===== config.mk =====
export PLATFORM = sky130hd
export DESIGN_NAME = sram_1p
export DESIGN_NICKNAME = d
export VERILOG_FILES = /design/src/rtl/icache_pkg.sv /design/src/rtl/sram_1p.sv
export SDC_FILE = /design/constraint.sdc
export NUM_CORES = 2
export LEC_CHECK = 0
export BUFFER_PORTS_ARGS = -buffer_cell sky130_fd_sc_hd__clkbuf_2
export CAP_MARGIN = 20
export CELL_PAD_IN_SITES_DETAIL_PLACEMENT = 2
export CELL_PAD_IN_SITES_GLOBAL_PLACEMENT = 2
export CORE_AREA = 3 3 424 426
export CTS_BUF_LIST = sky130_fd_sc_hd__clkbuf_4
export CTS_CLUSTER_SIZE = 30
export DETAILED_ROUTE_END_ITERATION = 6
export DIE_AREA = 0 0 427 429
export PLACE_DENSITY_LB_ADDON = 0.08
export SETUP_SLACK_MARGIN = 0.3
export SKIP_CTS_REPAIR_TIMING = 1
export SLEW_MARGIN = 20
export SYNTH_ARGS = -nofsm -noshare
export SYNTH_HDL_FRONTEND = slang
export SYNTH_SLANG_ARGS = --single-unit

===== constraint.sdc =====
create_clock -name clk -period 4.05 [get_ports clk]
set_clock_uncertainty 0.2 [all_clocks]
set_input_delay 0.2025 -clock clk [delete_from_list [all_inputs] [get_ports clk]]
set_output_delay 0.2025 -clock clk [all_outputs]
set_load 0.02 [all_outputs]

===== src/rtl/icache_pkg.sv =====
package icache_pkg;

    // address split of a 32-bit fetch address
    parameter int tag_w    = 23;
    parameter int index_w  = 6;
    parameter int offset_w = 3;

    // two ways, one 8-byte line per way and set
    parameter int num_ways = 2;
    parameter int num_sets = 1 << index_w;

    typedef logic [31:0] word_t;
    typedef logic [63:0] line_t;

    typedef logic [tag_w-1:0]   tag_t;
    typedef logic [index_w-1:0] index_t;

    // fetch address as seen by the core
    typedef struct packed {
        tag_t                tag;
        index_t              index;
        logic [offset_w-1:0] offset;
    } cache_addr_t;

    // tag ram word, both ways side by side
    typedef struct packed {
        tag_t tag1;
        tag_t tag0;
    } tag_entry_t;

    // data ram word, one line per way
    typedef struct packed {
        line_t line1;
        line_t line0;
    } data_entry_t;

    // one bit per way
    typedef logic [num_ways-1:0] way_mask_t;

    // byte address on the memory side
    typedef logic [63:0] mem_addr_t;

endpackage


===== src/rtl/sram_1p.sv =====
`timescale 1ns/100ps

module sram_1p #(
    parameter int  depth   = 64,
    parameter type entry_t = logic [31:0]
) (
    input  logic                         clk,
    input  logic                         cen,
    input  logic                         wen,
    input  logic [icache_pkg::index_w-1:0] addr,
    input  entry_t                       wmask,
    input  entry_t                       wdata,
    output entry_t                       rdata
);

    entry_t mem [depth];

    // one access per cycle, write has priority over read
    always_ff @(posedge clk) begin
        if (cen) begin
            if (wen) begin
                // only bits set in the mask are replaced
                mem[addr] <= (mem[addr] & ~wmask) | (wdata & wmask);
            end else begin
                rdata <= mem[addr];
            end
        end
    end

endmodule


==> impl_results.html <==
<table>
<tr><th>Metric</th><th>Value</th></tr>
<tr><th colspan="2">Critical path</th></tr>
<tr><td>Setup Crit Path Kind</td><td>in2reg</td></tr>
<tr><td>R2r worst-path depth</td><td>9</td></tr>
<tr><td>CP Data Required Time</td><td>approximately 4900 ps</td></tr>
<tr><td>Capturing point of the worst reg2reg path</td><td>mem[34][24]</td></tr>
<tr><td>Arrival time worst endpoint</td><td>approximately 4800 ps</td></tr>
<tr><td>R2r startpoint</td><td>mem[11][24]</td></tr>
<tr><td>Endpoint kind of the worst setup timing path</td><td>flip-flop</td></tr>
<tr><td>Setup slack of the worst register-to-register path</td><td>about 170 ps</td></tr>
<tr><td>Crit-path max FO</td><td>64</td></tr>
<tr><td>Sort of element at the start of the critical path</td><td>input port</td></tr>
<tr><th colspan="2">GRT</th></tr>
<tr><td>GRT Overall Usage</td><td>about 34%</td></tr>
<tr><td>Maximum number of pins on one net before global-route repair</td><td>65</td></tr>
<tr><td>Via count of the first global-routing pass</td><td>57210</td></tr>
<tr><td>Antenna violations before repair</td><td>19</td></tr>
<tr><td>First-pass GRT wire length</td><td>440500 µm</td></tr>
<tr><td>Remaining global-route overflow</td><td>0</td></tr>
<tr><th colspan="2">Yosys</th></tr>
<tr><td>Post-Synthesis Net Count</td><td>approximately 4700</td></tr>
<tr><td>Most frequently used flop master after synthesis</td><td>sky130_fd_sc_hd__edfxtp_1</td></tr>
<tr><td>Count of mapped cells out of synthesis</td><td>between 4000 and 5000</td></tr>
<tr><td>Post-synth design cell area</td><td>between 80000 and 90000 µm²</td></tr>
<tr><td>Yosys warning count</td><td>0</td></tr>
<tr><td>Avg Cell Area, Syn</td><td>17.64 µm²</td></tr>
<tr><td>Synth async-reset ratio</td><td>0%</td></tr>
<tr><td>Number of synthesized flops with an enable pin</td><td>2080</td></tr>
<tr><td>Part of the Yosys area used for sequential elements</td><td>between 70% and 80%</td></tr>
<tr><td>Number of unique standard cell types used by synthesis</td><td>70</td></tr>
<tr><td>Synthesized flop and latch total</td><td>2080</td></tr>
<tr><th colspan="2">Timing</th></tr>
<tr><td>Worst slew margin</td><td>around 8%</td></tr>
<tr><td>Achievable Freq</td><td>~250 MHz</td></tr>
<tr><td>Final max-slew violation count</td><td>0</td></tr>
<tr><td>Tightest hold margin</td><td>about 120 ps</td></tr>
<tr><td>Slew @ Worst Pin</td><td>~1300 ps</td></tr>
<tr><td>Setup repair after global routing missed its margin</td><td>no</td></tr>
<tr><td>Final worst-path cycle share</td><td>~98%</td></tr>
<tr><td>Setup violations, final</td><td>0</td></tr>
<tr><td>Fin crit period</td><td>a little under 4000 ps</td></tr>
<tr><td>Final hold violations</td><td>0</td></tr>
<tr><th colspan="2">Clock tree</th></tr>
<tr><td>Clk Tree Root Cell</td><td>sky130_fd_sc_hd__clkbuf_4</td></tr>
<tr><td>Insertion delay of the later-clocked pin in the worst-skew pair</td><td>between 1000 and 1500 ps</td></tr>
<tr><td>Number of buffers added by the clock tree synthesis step</td><td>about 570</td></tr>
<tr><td>Clock sink count</td><td>around 2100</td></tr>
<tr><td>H-Tree Depth</td><td>6</td></tr>
<tr><td>Clock Pin Slew Worst Setup and Hold Paths</td><td>70 ps</td></tr>
<tr><td>CTS tree</td><td>done</td></tr>
<tr><td>Buffers from clock root to sink, at most</td><td>4</td></tr>
<tr><th colspan="2">Final layout</th></tr>
<tr><td>Filler Cells Inserted</td><td>between 15000 and 20000</td></tr>
<tr><td>Area of combinational cells with multiple inputs</td><td>17550 µm²</td></tr>
<tr><td>Final cell count without fillers</td><td>about 8000</td></tr>
<tr><td>Final core utilization</td><td>between 50% and 60%</td></tr>
<tr><td>Most common cell after layout, fill and taps aside</td><td>sky130_fd_sc_hd__edfxtp_1</td></tr>
<tr><td>Seq. cell area</td><td>around 62000 µm²</td></tr>
<tr><td>Final Net Count</td><td>between 5000 and 6000</td></tr>
<tr><td>Most frequent cells in the layout</td><td>2080 x sky130_fd_sc_hd__edfxtp_1, 855 x sky130_fd_sc_hd__clkbuf_4, 369 x sky130_fd_sc_hd__a22oi_1</td></tr>
<tr><td>Share of layout cells above drive strength 1</td><td>between 30% and 40%</td></tr>
<tr><td>Layout Area Growth over Synthesis</td><td>19.45%</td></tr>
<tr><th colspan="2">Detailed routing</th></tr>
<tr><td>Met2 Wirelength</td><td>around 160000 µm</td></tr>
<tr><td>Via density</td><td>a little under 7</td></tr>
<tr><td>Number of vias after detailed routing</td><td>~55000</td></tr>
<tr><td>WL per Instance</td><td>41.65 µm</td></tr>
<tr><td>Highest metal layer with signal wires</td><td>met5</td></tr>
<tr><td>Number of remaining DRC errors</td><td>0</td></tr>
<tr><td>TritonRoute pass-1 iters</td><td>6</td></tr>
<tr><td>First DRT Iteration DRCs</td><td>about 7700</td></tr>
<tr><td>M1 WL</td><td>126000 µm</td></tr>
<tr><td>Post-route ant nets</td><td>0</td></tr>
<tr><td>Detailed-routed wire length on met3</td><td>35860 µm</td></tr>
<tr><td>WL final</td><td>342300 µm</td></tr>
<tr><th colspan="2">Place</th></tr>
<tr><td>Port Buffers</td><td>approximately 100</td></tr>
<tr><td>Number of cells in the design after placement</td><td>slightly above 7000</td></tr>
<tr><td>RePlAce Congestion</td><td>0.8272</td></tr>
<tr><td>Half-perimeter wire length after placement</td><td>186500 µm</td></tr>
<tr><th colspan="2">Power and ir drop</th></tr>
<tr><td>VDD IR-drop max</td><td>330.5 µV</td></tr>
<tr><td>Power density over the cells</td><td>499.3 nW/µm²</td></tr>
<tr><td>PnR Total Power</td><td>about 48 mW</td></tr>
<tr><td>Reported leakage power</td><td>~32 nW</td></tr>
<tr><th colspan="2">Min path</th></tr>
<tr><td>Number of instances on the worst hold path</td><td>5</td></tr>
<tr><td>Worst min-delay path endpoint</td><td>mem[32][1]</td></tr>
<tr><td>Hold Crit Start</td><td>wen</td></tr>
<tr><td>Tightest Hold Check Type</td><td>in2reg</td></tr>
<tr><th colspan="2">Floorplanning</th></tr>
<tr><td>Number of top-level pins</td><td>~110</td></tr>
<tr><td>Area inside the core boundary</td><td>roughly 180000 µm²</td></tr>
<tr><td>Full die area</td><td>between 150000 and 200000 µm²</td></tr>
<tr><td>Die outline height</td><td>429 µm</td></tr>
<tr><td>Core Rows</td><td>approximately 150</td></tr>
<tr><td>Die width</td><td>about 430 µm</td></tr>
<tr><td>Starting density of the core</td><td>46.02%</td></tr>
<tr><th colspan="2">Run</th></tr>
<tr><td>Maximum capacitance violations</td><td>0</td></tr>
<tr><th colspan="2">Run status</th></tr>
<tr><td>Status</td><td>finished, final reports clean</td></tr>
</table>
per-layer routing:
layer | up-vias | global-route usage (%)
met2 | 4018 | 54.35
met1 | 29160 | 45.78
met3 | 992 | 7.070
met5 | - | 0
li1 | 21140 | -
met4 | 10 | 12.57
worst max-delay path, stage by stage:
cell and delay [ps]:
sky130_fd_sc_hd__dlygate4sd3_1 540, sky130_fd_sc_hd__clkbuf_2 290, sky130_fd_sc_hd__buf_4 270, sky130_fd_sc_hd__nand3b_1 290, sky130_fd_sc_hd__dlygate4sd3_1 630, sky130_fd_sc_hd__buf_4 270
sky130_fd_sc_hd__buf_4 250, sky130_fd_sc_hd__a31oi_1 90, sky130_fd_sc_hd__a211oi_1 700, sky130_fd_sc_hd__nand3_1 430, sky130_fd_sc_hd__mux2_2 400, sky130_fd_sc_hd__buf_4 370
through the flow:
stage	setup TNS (ps)	instance area (µm²)	setup WS, ps
floorplan	0	81060	381.5
global placement	-35510	88620	-300.9
detailed placement	-40830	88630	-269.2
CTS	0	95410	569.1
global route	0	96810	138.0
finish	0	96820	79.72
layout make-up:
cell class	count	share of cell area, %
Inverter	5	0.02455
Tap cell	2340	3.024
Clock inverter	73	0.3696
Sequential cell	2080	64.51
Multi-Input combinational cell	2158	18.13
Clock buffer	855	6.630
Timing Repair Buffer	700	7.289
Antenna cell	8	0.02068
synth_stat cells (15+ instances only):
library cell | n | area, µm²
sky130_fd_sc_hd__buf_1 | 22 | 82.58
sky130_fd_sc_hd__and3_1 | 32 | 200.2
sky130_fd_sc_hd__o221ai_1 | 19 | 166.4
sky130_fd_sc_hd__nand3b_1 | 15 | 112.6
sky130_fd_sc_hd__a31oi_1 | 65 | 406.6
sky130_fd_sc_hd__o22ai_1 | 181 | 1132
sky130_fd_sc_hd__nor3b_1 | 34 | 255.2
sky130_fd_sc_hd__clkbuf_1 | 171 | 641.9
sky130_fd_sc_hd__mux4_2 | 70 | 1577
sky130_fd_sc_hd__a211oi_1 | 33 | 247.7
sky130_fd_sc_hd__a221oi_1 | 128 | 1121
sky130_fd_sc_hd__a22oi_1 | 369 | 2770
sky130_fd_sc_hd__a311oi_1 | 17 | 148.9
sky130_fd_sc_hd__buf_4 | 22 | 165.2
sky130_fd_sc_hd__nor4b_1 | 28 | 245.2
sky130_fd_sc_hd__buf_6 | 21 | 236.5
sky130_fd_sc_hd__nor4_1 | 19 | 118.9
sky130_fd_sc_hd__o21ai_1 | 15 | 75.07
sky130_fd_sc_hd__buf_2 | 115 | 575.6
sky130_fd_sc_hd__and4_1 | 17 | 148.9
sky130_fd_sc_hd__edfxtp_1 | 2080 | 62460
sky130_fd_sc_hd__mux2i_1 | 208 | 2082
sky130_fd_sc_hd__nand2_1 | 163 | 611.8
sky130_fd_sc_hd__o22a_1 | 32 | 280.3
sky130_fd_sc_hd__nand4_1 | 18 | 112.6
sky130_fd_sc_hd__mux2_2 | 138 | 1554
sky130_fd_sc_hd__nand3_1 | 42 | 210.2
sky130_fd_sc_hd__nor3_1 | 29 | 145.1
sky130_fd_sc_hd__nor2_1 | 111 | 416.7
sky130_fd_sc_hd__nand2b_1 | 84 | 525.5
sky130_fd_sc_hd__o21ai_0 | 59 | 295.3
sky130_fd_sc_hd__a21oi_1 | 69 | 345.3
registers in the layout, summed over array words and instances (netlist names):
register  count
mem        2048
rdata        32
cell families after synthesis:
| kind of cell | Yosys count | share of synthesized area, % |
|---|---|---|
| flops | 2080 | 77.06 |
| compound gates | 1057 | 9.485 |
| simple gates | 674 | 4.718 |
| mux | 427 | 6.598 |
| buf+inv | 358 | 2.138 |
how the worst max path moves through the flow:
stage	start	end	slack, ps	depth (start not counted)
2_1_floorplan	addr[2]	mem[13][0]	380	10
3_3_place_gp	addr[2]	mem[39][10]	-300	12
3_5_place_dp	addr[2]	mem[37][4]	-270	12
4_1_cts	mem[15][20]	mem[33][20]	570	8
5_1_grt	addr[0]	mem[33][18]	140	13
6_report	addr[5]	mem[32][2]	80	12
power breakdown:
group | switching, mW | internal, mW
Combinational | 2.90 | 1.21
Clock | 10.2 | 9.74
Sequential | 0.0346 | 24.3
(Power assumes the default switching activity.)
