<file path="src/rtl/icache_pkg.sv">
package icache_pkg;

    // address split of a 32-bit fetch address
    parameter int tag_w    = 23;
    parameter int index_w  = 6;
    parameter int offset_w = 3;

    // two ways, one 8-byte line per way and set
    parameter int num_ways = 2;
    parameter int num_sets = 1 << index_w;

    typedef logic [31:0] word_t;
    typedef logic [63:0] line_t;

    typedef logic [tag_w-1:0]   tag_t;
    typedef logic [index_w-1:0] index_t;

    // fetch address as seen by the core
    typedef struct packed {
        tag_t                tag;
        index_t              index;
        logic [offset_w-1:0] offset;
    } cache_addr_t;

    // tag ram word, both ways side by side
    typedef struct packed {
        tag_t tag1;
        tag_t tag0;
    } tag_entry_t;

    // data ram word, one line per way
    typedef struct packed {
        line_t line1;
        line_t line0;
    } data_entry_t;

    // one bit per way
    typedef logic [num_ways-1:0] way_mask_t;

    // byte address on the memory side
    typedef logic [63:0] mem_addr_t;

endpackage

</file>
<file path="src/rtl/icache_ctrl.sv">
`timescale 1ns/100ps

module icache_ctrl #(
    parameter int num_sets = icache_pkg::num_sets
) (
    input  logic                     clk,
    input  logic                     rst,
    // core side
    input  logic                     valid,
    input  icache_pkg::cache_addr_t  addr,
    output logic                     addr_ok,
    output logic                     data_ok,
    output icache_pkg::word_t        rdata,
    // memory side
    output logic                     rd_req,
    output icache_pkg::mem_addr_t    rd_addr,
    input  icache_pkg::line_t        ret_data,
    // tag ram
    output logic                     tag_cen,
    output logic                     tag_wen,
    output icache_pkg::index_t       tag_addr,
    output icache_pkg::tag_entry_t   tag_wmask,
    output icache_pkg::tag_entry_t   tag_wdata,
    input  icache_pkg::tag_entry_t   tag_rdata,
    // data ram
    output logic                     data_cen,
    output logic                     data_wen,
    output icache_pkg::index_t       data_addr,
    output icache_pkg::data_entry_t  data_wmask,
    output icache_pkg::data_entry_t  data_wdata,
    input  icache_pkg::data_entry_t  data_rdata
);

    import icache_pkg::*;

    typedef enum logic [1:0] {
        IDLE,
        LOOKUP,
        MISS,
        REFILL
    } state_e;

    state_e state;
    state_e next_state;

    // request buffer
    cache_addr_t req_q;

    // miss buffer
    line_t miss_line_q;

    // per-set valid bits and round-robin pointer
    way_mask_t valid_q [num_sets];
    logic      rr_q    [num_sets];

    logic      accept;
    logic      cache_hit;
    way_mask_t set_valid;
    way_mask_t hit_way;
    way_mask_t victim;
    line_t     hit_line;
    word_t     hit_word;
    word_t     miss_word;

    logic [$bits(cache_addr_t)-1:0] line_addr;

    // pick the 32-bit word addressed by offset bit 2
    function automatic word_t select_word(line_t line, logic upper);
        if (upper) begin
            return line[63:32];
        end
        return line[31:0];
    endfunction

    assign accept = (state == IDLE) && valid;

    always_comb begin
        next_state = state;
        case (state)
            IDLE: begin
                if (valid) begin
                    next_state = LOOKUP;
                end
            end
            LOOKUP: begin
                if (cache_hit) begin
                    next_state = IDLE;
                end else begin
                    next_state = MISS;
                end
            end
            MISS: begin
                next_state = REFILL;
            end
            REFILL: begin
                next_state = IDLE;
            end
            default: begin
                next_state = IDLE;
            end
        endcase
    end

    always_ff @(posedge clk) begin
        if (rst) begin
            state <= IDLE;
        end else begin
            state <= next_state;
        end
    end

    always_ff @(posedge clk) begin
        if (accept) begin
            req_q <= addr;
        end
    end

    // memory answers in the request cycle
    always_ff @(posedge clk) begin
        if (state == MISS) begin
            miss_line_q <= ret_data;
        end
    end

    // tag compare, ram output is valid during LOOKUP
    assign set_valid  = valid_q[req_q.index];
    assign hit_way[0] = set_valid[0] && (tag_rdata.tag0 == req_q.tag);
    assign hit_way[1] = set_valid[1] && (tag_rdata.tag1 == req_q.tag);
    assign cache_hit  = |hit_way;

    assign hit_line  = hit_way[1] ? data_rdata.line1 : data_rdata.line0;
    assign hit_word  = select_word(hit_line, req_q.offset[2]);
    assign miss_word = select_word(miss_line_q, req_q.offset[2]);

    // invalid way first, otherwise follow the set's round-robin bit
    always_comb begin
        if (!set_valid[0]) begin
            victim = 2'b01;
        end else if (!set_valid[1]) begin
            victim = 2'b10;
        end else if (rr_q[req_q.index]) begin
            victim = 2'b10;
        end else begin
            victim = 2'b01;
        end
    end

    always_ff @(posedge clk) begin
        if (rst) begin
            for (int i = 0; i < num_sets; i++) begin
                valid_q[i] <= '0;
                rr_q[i]    <= 1'b0;
            end
        end else if (state == REFILL) begin
            valid_q[req_q.index] <= set_valid | victim;
            rr_q[req_q.index]    <= ~rr_q[req_q.index];
        end
    end

    // both rams: read on accept with the incoming index, write on refill
    assign tag_cen  = accept || (state == REFILL);
    assign tag_wen  = (state == REFILL);
    assign tag_addr = (state == REFILL) ? req_q.index : addr.index;

    assign data_cen  = tag_cen;
    assign data_wen  = tag_wen;
    assign data_addr = tag_addr;

    assign tag_wdata = '{tag1: req_q.tag, tag0: req_q.tag};
    assign tag_wmask = '{tag1: {tag_w{victim[1]}}, tag0: {tag_w{victim[0]}}};

    assign data_wdata = '{line1: miss_line_q, line0: miss_line_q};
    assign data_wmask = '{
        line1: {$bits(line_t){victim[1]}},
        line0: {$bits(line_t){victim[0]}}
    };

    // core outputs
    assign addr_ok = (state == IDLE);
    assign data_ok = ((state == LOOKUP) && cache_hit) || (state == REFILL);
    assign rdata   = (state == REFILL) ? miss_word : hit_word;

    // one line read per miss, line aligned
    assign line_addr = {req_q.tag, req_q.index, {offset_w{1'b0}}};
    assign rd_req    = (state == MISS);
    assign rd_addr   = mem_addr_t'(line_addr);

endmodule

</file>
<file path="config.mk">
export PLATFORM = sky130hd
export DESIGN_NAME = icache_ctrl
export DESIGN_NICKNAME = d
export VERILOG_FILES = /design/src/rtl/icache_pkg.sv /design/src/rtl/icache_ctrl.sv
export SDC_FILE = /design/constraint.sdc
export NUM_CORES = 1
export LEC_CHECK = 0
export BUFFER_PORTS_ARGS = -buffer_cell sky130_fd_sc_hd__buf_2
export CAP_MARGIN = 20
export CORE_AREA = 8 8 282 284
export DETAILED_ROUTE_END_ITERATION = 16
export DIE_AREA = 0 0 290 292
export PLACE_DENSITY_LB_ADDON = 0.08
export SLEW_MARGIN = 25
export SYNTH_ARGS = -nofsm -noshare
export SYNTH_HDL_FRONTEND = slang
export SYNTH_SLANG_ARGS = --single-unit
</file>
<file path="constraint.sdc">
create_clock -name clk -period 11.7 [get_ports clk]
set_input_delay 2.34 -clock clk [delete_from_list [all_inputs] [get_ports clk]]
set_output_delay 2.34 -clock clk [all_outputs]
set_load 0.05 [all_outputs]
</file>
==> results of run 1 <==
==> how the worst max path moves through the flow <==
stage                             start  slack [ps]  depth (start not counted)        endpoint
after CTS                      register        3110                         11       rdata[26]
after detailed placement  tag_rdata[40]        3440                         11       rdata[26]
after floorplan                register        3220                          9  data_wmask[10]
after global routing           register        2920                         11       rdata[26]
final                          register        3320                         11       rdata[26]
after global placement    tag_rdata[40]        3450                         11       rdata[26]
==> sequential cells by signal, indices dropped and copies added (netlist names), named ones only <==
name         count
state            1
req_q            1
valid_q        128
miss_line_q     64
rd_addr         29
rr_q            64
==> layout by cell type, fill, tap and decap left out, types with 15 or more instances in the layout <==
cell       count
xor2_1        15
mux2_2        40
nand2_1       91
conb_1        35
inv_1         67
edfxtp_1     286
mux2i_1       38
xnor2_1       31
nand2b_1      59
clkbuf_16     38
nor2_1       206
buf_4         19
buf_2        697
nor2b_1       35
mux4_2        52
a211oi_1      62
==> tightest hold or removal path, delay by kind of cell (launching register included) <==
family | cells | cell delay, ps
AND/OR/NAND/NOR | 2 | 160
flip-flops | 1 | 370
==> logic make-up after synthesis <==
family                    after synthesis
muxes                                 131
buffers and inverters                 496
AOI/OAI and AO/OA                      83
DFF                                   294
other                                   1
xor gates and xnor gates               46
and+or+nand+nor                       445
==> stage by stage <==
stage | std cells | setup slack [ps]
after floorplan | 1530 | 3216
after global routing | 2869 | 2920
final | 2869 | 3324
after detailed placement | 2796 | 3436
after global placement | 2796 | 3446
after CTS | 2866 | 3106
==> cell type report <==
| class | count | area share |
|---|---|---|
| antenna | 2 | 0.0002463 |
| clock buffer | 54 | 0.05171 |
| clock inverter | 16 | 0.006218 |
| inverter | 68 | 0.01256 |
| multi-input combinational | 740 | 0.2593 |
| sequential | 294 | 0.4306 |
| tap | 978 | 0.06021 |
| timing repair buffer | 717 | 0.1792 |
==> routing by layer <==
metal / up-vias / routed length (um) / GRT usage
met2: 514 / 32890 / 0.2642
met1: 5883 / 28720 / 0.1872
met4: 20 / 1307 / 0.03931
met5: - / 126 / 0
li1: 5507 / - / -
met3: 85 / 5082 / 0.04921
==> where the power goes <==
part	switching (W)	internal (W)	leakage, nW
Sequential	0.0000523	0.00120	2.92
Combinational	0.00121	0.000291	5.70
Clock	0.000477	0.000652	0.576
Total	0.00174	0.00215	9.20
==> impl_metrics.tcl, run 1 <==
set metrics [dict create \
    status "complete, no violations" \
    worstPathArrival_ps 6040 \
    placedInstanceArea_mm2 0.01913 \
    rsz0062_at_grt "no" \
    multiInputGateArea_mm2 0.005269 \
    fp.dieArea_mm2 0.08468 \
    yosys.area_share.simple 0.1177 \
    cp_cell_sequence "buf_4, mux4_2, a22oi_1, a31oi_1, or4_4, nand3_4, buf_4, buf_4, mux2_2, a211oi_1, buf_2" \
    grt_usage 0.1543 \
    total_power_w 0.003889 \
    synthMuxAreaShare 0.1181 \
    wl_mm 68.13 \
    maxSlewViolCount 0 \
    synth-compound-area-share 0.03569 \
    io_buffers 698 \
    cpPeakStageDelay_ps 870 \
    fin_setup_tns_ps 0 \
    die_h_um 292 \
    grt_pass1_vias 12804 \
    grt_pass1_wl_mm 96.34 \
    post-route-period-util 0.7159 \
    hold_class "reg2reg" \
    synth_most_common_cell "buf_4" \
    worstHoldEndpoint "state[0]$_SDFFE_PP0P_" \
    area_delta_synth_final_pct 18.55 \
    ys.flop_type "edfxtp_1" \
    setup_viol 0 \
    cp_slowest_cell "dfxtp_2" \
    dr_total_vias 12009 \
    grt_overflow 0 \
    fin_crit_ps 8376 \
    cts_tree "built" \
    hold_depth 2 \
    drc 0 \
    synthTopCellsByCount "365 x buf_4, 286 x edfxtp_1, 209 x nor2_1" \
    syn_area_per_cell_um2 11.46 \
    yosysSeqAreaShare 0.5103 \
    clock-root-buffer "clkbuf_16" \
    clkSlewWorstSetupHoldPaths_ps 60 \
    synth_xor_area_frac 0.02350 \
    dr.pass1.iters 5 \
    fmax_mhz 119.4 \
    slew-limit-headroom 0.3200 \
    cts.sinks 294 \
    path_delay_family "buffers and inverters" \
    holdBufCountCts 0 \
    synth_edf_count 286 \
    synth_cell_type_count 43 \
    drv_cap 0 \
    yosysWarnings 0 \
    worstSkewPairLatency_ps 570 \
    synth_top_family_by_area "buffers and inverters" \
    timing.hold.ws_ps 569.7 \
    cp-start-kind "register" \
    yosys-top-cells-area "edfxtp_1 50%, buf_4 16%, mux4_2 7.0%, nor2_1 4.6%, a211oi_1 2.7%" \
    drtAntennaViolNets 0 \
    cts_setup_buffers 0 \
    core_mm2 0.07519 \
    drive_gt1_frac 0.4733 \
    seq_area_mm2 0.008751 \
    async_reset_ff_frac 0 \
    pin_count 736 \
    hold_viol 0 \
    clockBufferDepth 3 \
    synth_top_cell_by_area "edfxtp_1" \
    synth_top_area_share 0.5010 \
    cts_buffers 38 \
    criticalPathCategory "reg2out" \
    powerDensity_mw_per_mm2 191.4 \
    start_util 0.2280 \
    dp_hpwl_mm 51.94 \
    ir_drop_uv 85.61 \
    fin_skew_ps 29.84 \
    wl_per_cell_um 23.75 \
    r2r_end "valid_q[8][1]$_SDFFCE_PN0P_" \
    ys_ff_latch 294 \
    synthCells 1496 \
    num-fill-cells 7884 \
    critPathMostFrequentCell "buf_4" \
    ctsResizeCount 0 \
    antenna_found_initial 15 \
    final_cell_area_mm2 0.02032 \
    die_w_um 290 \
    std_cell_rows 101 \
    p_leak_nw 9.201 \
    routed_via_density 4.186 \
    grt_max_degree 88 \
    utilization 0.2703 \
    htree_num_levels 2 \
    yosys.area_share.adder 0 \
    syn_area_mm2 0.01714 \
    worstPathRequired_ps 9360 \
    drtIter0Drc 647 \
    crit_buf_inv 4 \
    globalplace.congestion 0.8340 \
    ff2ff_path_depth 8 \
    path_max_fanout 45 \
    reg2reg_slack_ps 7130 \
    cp-end-kind "output pin" \
    tightest_slew_ps 1015 \
    nets 2132 \
]
(Power assumes the default switching activity.)
==> inputs of run 2 (changes only) <==
--- a/config.mk
+++ b/config.mk
@@ -5,11 +5,12 @@
 export SDC_FILE = /design/constraint.sdc
 export NUM_CORES = 1
 export LEC_CHECK = 0
+export ABC_AREA = 1
 export BUFFER_PORTS_ARGS = -buffer_cell sky130_fd_sc_hd__buf_2
 export CAP_MARGIN = 20
-export CORE_AREA = 8 8 282 284
+export CORE_AREA = 8 8 278 280
 export DETAILED_ROUTE_END_ITERATION = 16
-export DIE_AREA = 0 0 290 292
+export DIE_AREA = 0 0 286 288
 export PLACE_DENSITY_LB_ADDON = 0.08
 export SLEW_MARGIN = 25
 export SYNTH_ARGS = -nofsm -noshare
==> constraint.sdc (replaced) <==
create_clock -name clk -period 7.75 [get_ports clk]
set_input_delay 1.55 -clock clk [delete_from_list [all_inputs] [get_ports clk]]
set_output_delay 1.55 -clock clk [all_outputs]
set_load 0.05 [all_outputs]
==> impl_metrics.tcl, run 2 <==
set metrics [dict create \
    synthMuxAreaShare 0 \
    timing.hold.ws_ps 559.6 \
    status "complete, no violations" \
    final_common_cell "buf_2" \
    area_delta_synth_final_pct 16.87 \
    dp_hpwl_mm 53.39 \
    synth_top_area_share 0.4924 \
    fin_setup_tns_ps 0 \
    cts.sinks 294 \
    dr.pass1.iters 5 \
    path_max_fanout 48 \
    worstPathArrival_ps 4450 \
    biggestRegsByFlops "valid_q: 128 flops, miss_line_q: 64 flops, rr_q: 64 flops" \
    clock-root-buffer "clkbuf_16" \
    nets 2603 \
    wl_per_cell_um 21.70 \
    synth_top_cell_by_area "edfxtp_1" \
    cts_buffers 37 \
    yosysSeqAreaShare 0.5016 \
    synthTopCellsByCount "376 x buf_4, 367 x nand2_1, 315 x nor2_1" \
    cp-end-kind "output pin" \
    largest-register "valid_q" \
    fin_skew_ps 33.33 \
    largest_reg_flops 128 \
    yosys.area_share.adder 0 \
    core_mm2 0.07259 \
    cp-start-kind "register" \
    ctsResizeCount 0 \
    cp_cell_sequence "buf_4, nand2_1, nand3_1, nand3_1, nand2_1, nand2_1, nand3_1, nand3_1, nand2_2, nand2_2, buf_4, nand2_1, nand3_1, nand3_1, nand2_1, buf_2" \
    routed_via_density 4.318 \
    worstSkewPairLatency_ps 560 \
    ys.flop_type "edfxtp_1" \
    grt_max_degree 88 \
    synth_most_common_cell "buf_4" \
    total_power_w 0.006194 \
    grt_pass1_wl_mm 101.2 \
    synth-compound-area-share 0.03393 \
    globalplace.congestion 0.8777 \
    powerDensity_mw_per_mm2 303.9 \
    grt_pass1_vias 14498 \
    cpPeakStageDelay_ps 660 \
    htree_num_levels 2 \
    hold_class "reg2reg" \
    critPathMostFrequentCell "nand3_1" \
    setup_slack_ps 1752 \
    synthCells 1992 \
    hold_viol 0 \
    holdBufCountCts 0 \
    pin_count 736 \
    yosysWarnings 0 \
    cts_tree "built" \
    tightest_slew_ps 1016 \
    syn_area_per_cell_um2 8.756 \
    syn_area_mm2 0.01744 \
    antenna_found_initial 28 \
    drive_gt1_frac 0.3336 \
    wl_mm 72.14 \
    rsz0062_at_grt "no" \
    drtIter0Drc 839 \
    yosys-top-cells-area "edfxtp_1 49%, buf_4 16%, nand2_1 7.9%, nand3_1 7.8%, nor2_1 6.8%" \
    worstPathRequired_ps 6200 \
    layout_common_cells "698 x buf_2, 364 x nand2_1, 313 x nor2_1" \
    cts_setup_buffers 0 \
    fmax_mhz 166.7 \
    ir_drop_uv 545.8 \
    yosys.area_share.simple 0.2341 \
    grt_overflow 0 \
    io_buffers 698 \
    start_util 0.2403 \
    synth_cell_type_count 29 \
    setup_viol 0 \
    num-fill-cells 7999 \
    dr_total_vias 14352 \
    maxSlewViolCount 0 \
    async_reset_ff_frac 0 \
    p_leak_nw 8.975 \
    criticalPathCategory "reg2out" \
    die_w_um 286 \
    pre_cts_ws_ps 2057 \
    post-route-period-util 0.7740 \
    clkSlewWorstSetupHoldPaths_ps 60 \
    std_cell_rows 99 \
    drv_cap 0 \
    cp_slowest_cell "dfxtp_2" \
    synth_edf_count 286 \
    ys_ff_latch 294 \
    synth_top_family_by_area "simple AND/OR/NAND/NOR gates" \
    die_h_um 288 \
    slew-limit-headroom 0.3228 \
    fp.dieArea_mm2 0.08237 \
    synth_xor_area_frac 0.01908 \
    grt_usage 0.1646 \
    clockBufferDepth 3 \
    fin_crit_ps 5998 \
    drc 0 \
    drtAntennaViolNets 0 \
]
-- run 2: changes by cell type in the layout (fill, tap and decap cells not counted), moves of 59 or more --
cell	delta
o21ai_0	+74
nor2_1	+107
a211oi_1	-62
nand2b_1	-59
nand2_1	+273
nand3_1	+264
-- run 2: path summary, 6_finish.rpt --
check,from,end,slack [ps],cells after the start
worst max-delay path,register,rdata[22],1750,16
worst min-delay path,register,state[0]$_SDFFE_PP0P_,560,2
worst max register to register,register,valid_q[15][1]$_SDFFCE_PN0P_,3790,14
worst min register to register,register,state[0]$_SDFFE_PP0P_,560,2
-- run 2: critical path, delay by kind of cell, from the launching register on --
family                 cells  cell delay, ps
DFF                        1             660
and+or+nand+nor           13            1900
buffers and inverters      3            1200
-- run 2: metal layers --
| layer | share of wire | GRT usage |
|---|---|---|
| met1 | 0.40 | 0.1943 |
| met2 | 0.51 | 0.2872 |
| met3 | 0.060 | 0.04044 |
| met4 | 0.031 | 0.06131 |
| met5 | 0.0013 | 0 |
-- run 2: layout make-up --
class                   count  area [um2]  area share
diodes                     12       30.03    0.001473
clock buffers              42       944.7     0.04634
clock inverters            20       201.4    0.009882
inverters                 111       421.7     0.02068
multi-input cells        1166        5161      0.2532
flip-flops and latches    294        8751      0.4293
well taps                 959        1200     0.05886
repair buffers            720        3675      0.1803
-- run 2: per-stage QoR --
step | utilization | instance area (um2) | cells
finish | 0.2808 | 20380 | 3324
CTS | 0.2804 | 20350 | 3312
floorplan | - | 17570 | 2026
global placement | 0.2645 | 19200 | 3249
detailed placement | 0.2646 | 19210 | 3250
global route | 0.2808 | 20380 | 3323
-- run 2: cell families after synthesis --
group,count (synthesis)
and+or+nand+nor,981
buffers and inverters,566
xor gates and xnor gates,38
other,1
AOI/OAI and AO/OA,112
DFF,294
-- run 2: report_power, final --
part           switching (W)  internal [W]  leakage [nW]
clock               0.000694       0.00100         0.564
sequential         0.0000694       0.00182          2.92
combinational        0.00217      0.000442          5.49
total                0.00293       0.00327          8.98
==> inputs of run 3 (changes only) <==
==> constraint.sdc (replaced) <==
create_clock -name clk -period 6.1 [get_ports clk]
set_input_delay 1.22 -clock clk [delete_from_list [all_inputs] [get_ports clk]]
set_output_delay 1.22 -clock clk [all_outputs]
set_load 0.05 [all_outputs]
==> impl_metrics.tcl, run 3 (synthesis gave the netlist of run 2 again) <==
set metrics [dict create \
    core_mm2 0.07259 \
    tightest_slew_ps 1011 \
    area_delta_synth_final_pct 17.20 \
    fin_crit_ps 5259 \
    routed_via_density 4.305 \
    layout_common_cells "698 x buf_2, 364 x nand2_1, 313 x nor2_1" \
    fin_setup_tns_ps 0 \
    fin_skew_ps 27.04 \
    holdBufCountCts 0 \
    pin_count 736 \
    final_common_cell "buf_2" \
    cts_tree "built" \
    start_util 0.2403 \
    largest_reg_flops 128 \
    cts_setup_buffers 0 \
    worstPathRequired_ps 4880 \
    drc 0 \
    grt_max_degree 88 \
    worstSkewPairLatency_ps 560 \
    die_w_um 286 \
    clockBufferDepth 3 \
    nets 2609 \
    criticalPathCategory "reg2out" \
    clock-root-buffer "clkbuf_16" \
    cp-start-kind "register" \
    cp-end-kind "output pin" \
    cts_buffers 38 \
    grt_pass1_vias 14625 \
    worstPathArrival_ps 4040 \
    dp_hpwl_mm 54.06 \
    fp.dieArea_mm2 0.08237 \
    clkSlewWorstSetupHoldPaths_ps 50 \
    ir_drop_uv 614.4 \
    placedInstanceArea_mm2 0.01927 \
    status "complete, no violations" \
    maxSlewViolCount 0 \
    cts.sinks 294 \
    io_buffers 698 \
    rsz0062_at_grt "no" \
    globalplace.congestion 0.8562 \
    fmax_mhz 190.1 \
    ctsResizeCount 0 \
    antenna_found_initial 27 \
    drtIter0Drc 918 \
    total_power_w 0.007857 \
    drive_gt1_frac 0.3343 \
    dpl.cell_count 3255 \
    hold_viol 0 \
    largest-register "valid_q" \
    setup_viol 0 \
    drv_cap 0 \
    hold_class "reg2reg" \
    die_h_um 288 \
    grt_usage 0.1654 \
    dr.pass1.iters 5 \
    grt_overflow 0 \
    htree_num_levels 2 \
    drtAntennaViolNets 0 \
    p_leak_nw 9.001 \
    timing.hold.ws_ps 558.9 \
    biggestRegsByFlops "valid_q: 128 flops, miss_line_q: 64 flops, rr_q: 64 flops" \
    powerDensity_mw_per_mm2 384.4 \
    wl_mm 72.43 \
    stdcell_count 3331 \
    std_cell_rows 99 \
    wl_per_cell_um 21.74 \
    slew-limit-headroom 0.3263 \
    path_max_fanout 22 \
    num-fill-cells 8033 \
    dr_total_vias 14339 \
    grt_pass1_wl_mm 101.9 \
    final_cell_area_mm2 0.02044 \
    post-route-period-util 0.8622 \
]
[run 3: cell count changes in the layout (fill, tap and decap cells not counted)]
| cell | delta |
|---|---|
| buf_12 | +2 |
| buf_4 | +3 |
| buf_6 | -1 |
| buf_8 | +1 |
| bufinv_16 | -2 |
| clkbuf_1 | +5 |
| clkbuf_16 | +1 |
| clkinv_1 | -1 |
| clkinv_2 | -3 |
| clkinv_8 | +1 |
| inv_1 | -1 |
| inv_2 | +1 |
| inv_6 | +1 |
[run 3: worst paths after layout]
check,start,to,slack [ps],depth (start not counted)
setup reg to reg,register,valid_q[37][1]$_SDFFCE_PN0P_,2580,11
hold / removal,register,state[0]$_SDFFE_PP0P_,560,2
setup / recovery,register,rdata[24],840,14
hold reg to reg,register,state[0]$_SDFFE_PP0P_,560,2
[run 3: cell type report]
class,count,area [um2],area share
Tap cell,959,1200,0.05870
Clock buffer,48,988.4,0.04836
Timing Repair Buffer,725,3741,0.1830
Clock inverter,16,148.9,0.007284
Inverter,111,420.4,0.02057
Sequential cell,294,8751,0.4281
Multi-Input combinational cell,1166,5161,0.2525
Antenna cell,12,30.03,0.001469
[run 3: critical path, cell delays in order, from the launching register on]
cell and delay (ps):
dfxtp_1 320, clkinv_1 760, nand3_1 410, nand2_1 140
nand2_1 90, nand3_1 100, nand3_1 110, nand2_2 120
nand2_2 480, buf_4 310, nand2_1 70, nand3_1 80
nand3_1 90, nand2_1 100, buf_2 280
[run 3: per-stage QoR]
step / util / setup slack, ps
2_1_floorplan: - / 302.0
6_report: 0.2816 / 840.5
3_3_place_gp: 0.2653 / 1189
3_5_place_dp: 0.2655 / 1249
5_1_grt: 0.2815 / 518.2
4_1_cts: 0.2812 / 752.8
[run 3: report_power, final]
group | leakage, nW | internal, W | switching [W]
Clock | 0.554 | 0.00123 | 0.000902
Combinational | 5.52 | 0.000572 | 0.00276
Sequential | 2.92 | 0.00231 | 0.0000835
[run 3: metal layers]
metal	global-route usage	vias to the layer above	wire [um]
met5	0	-	50
met1	0.1961	6828	29110
li1	-	6861	-
met2	0.2947	530	36860
met3	0.04076	112	4556
met4	0.04677	8	1846
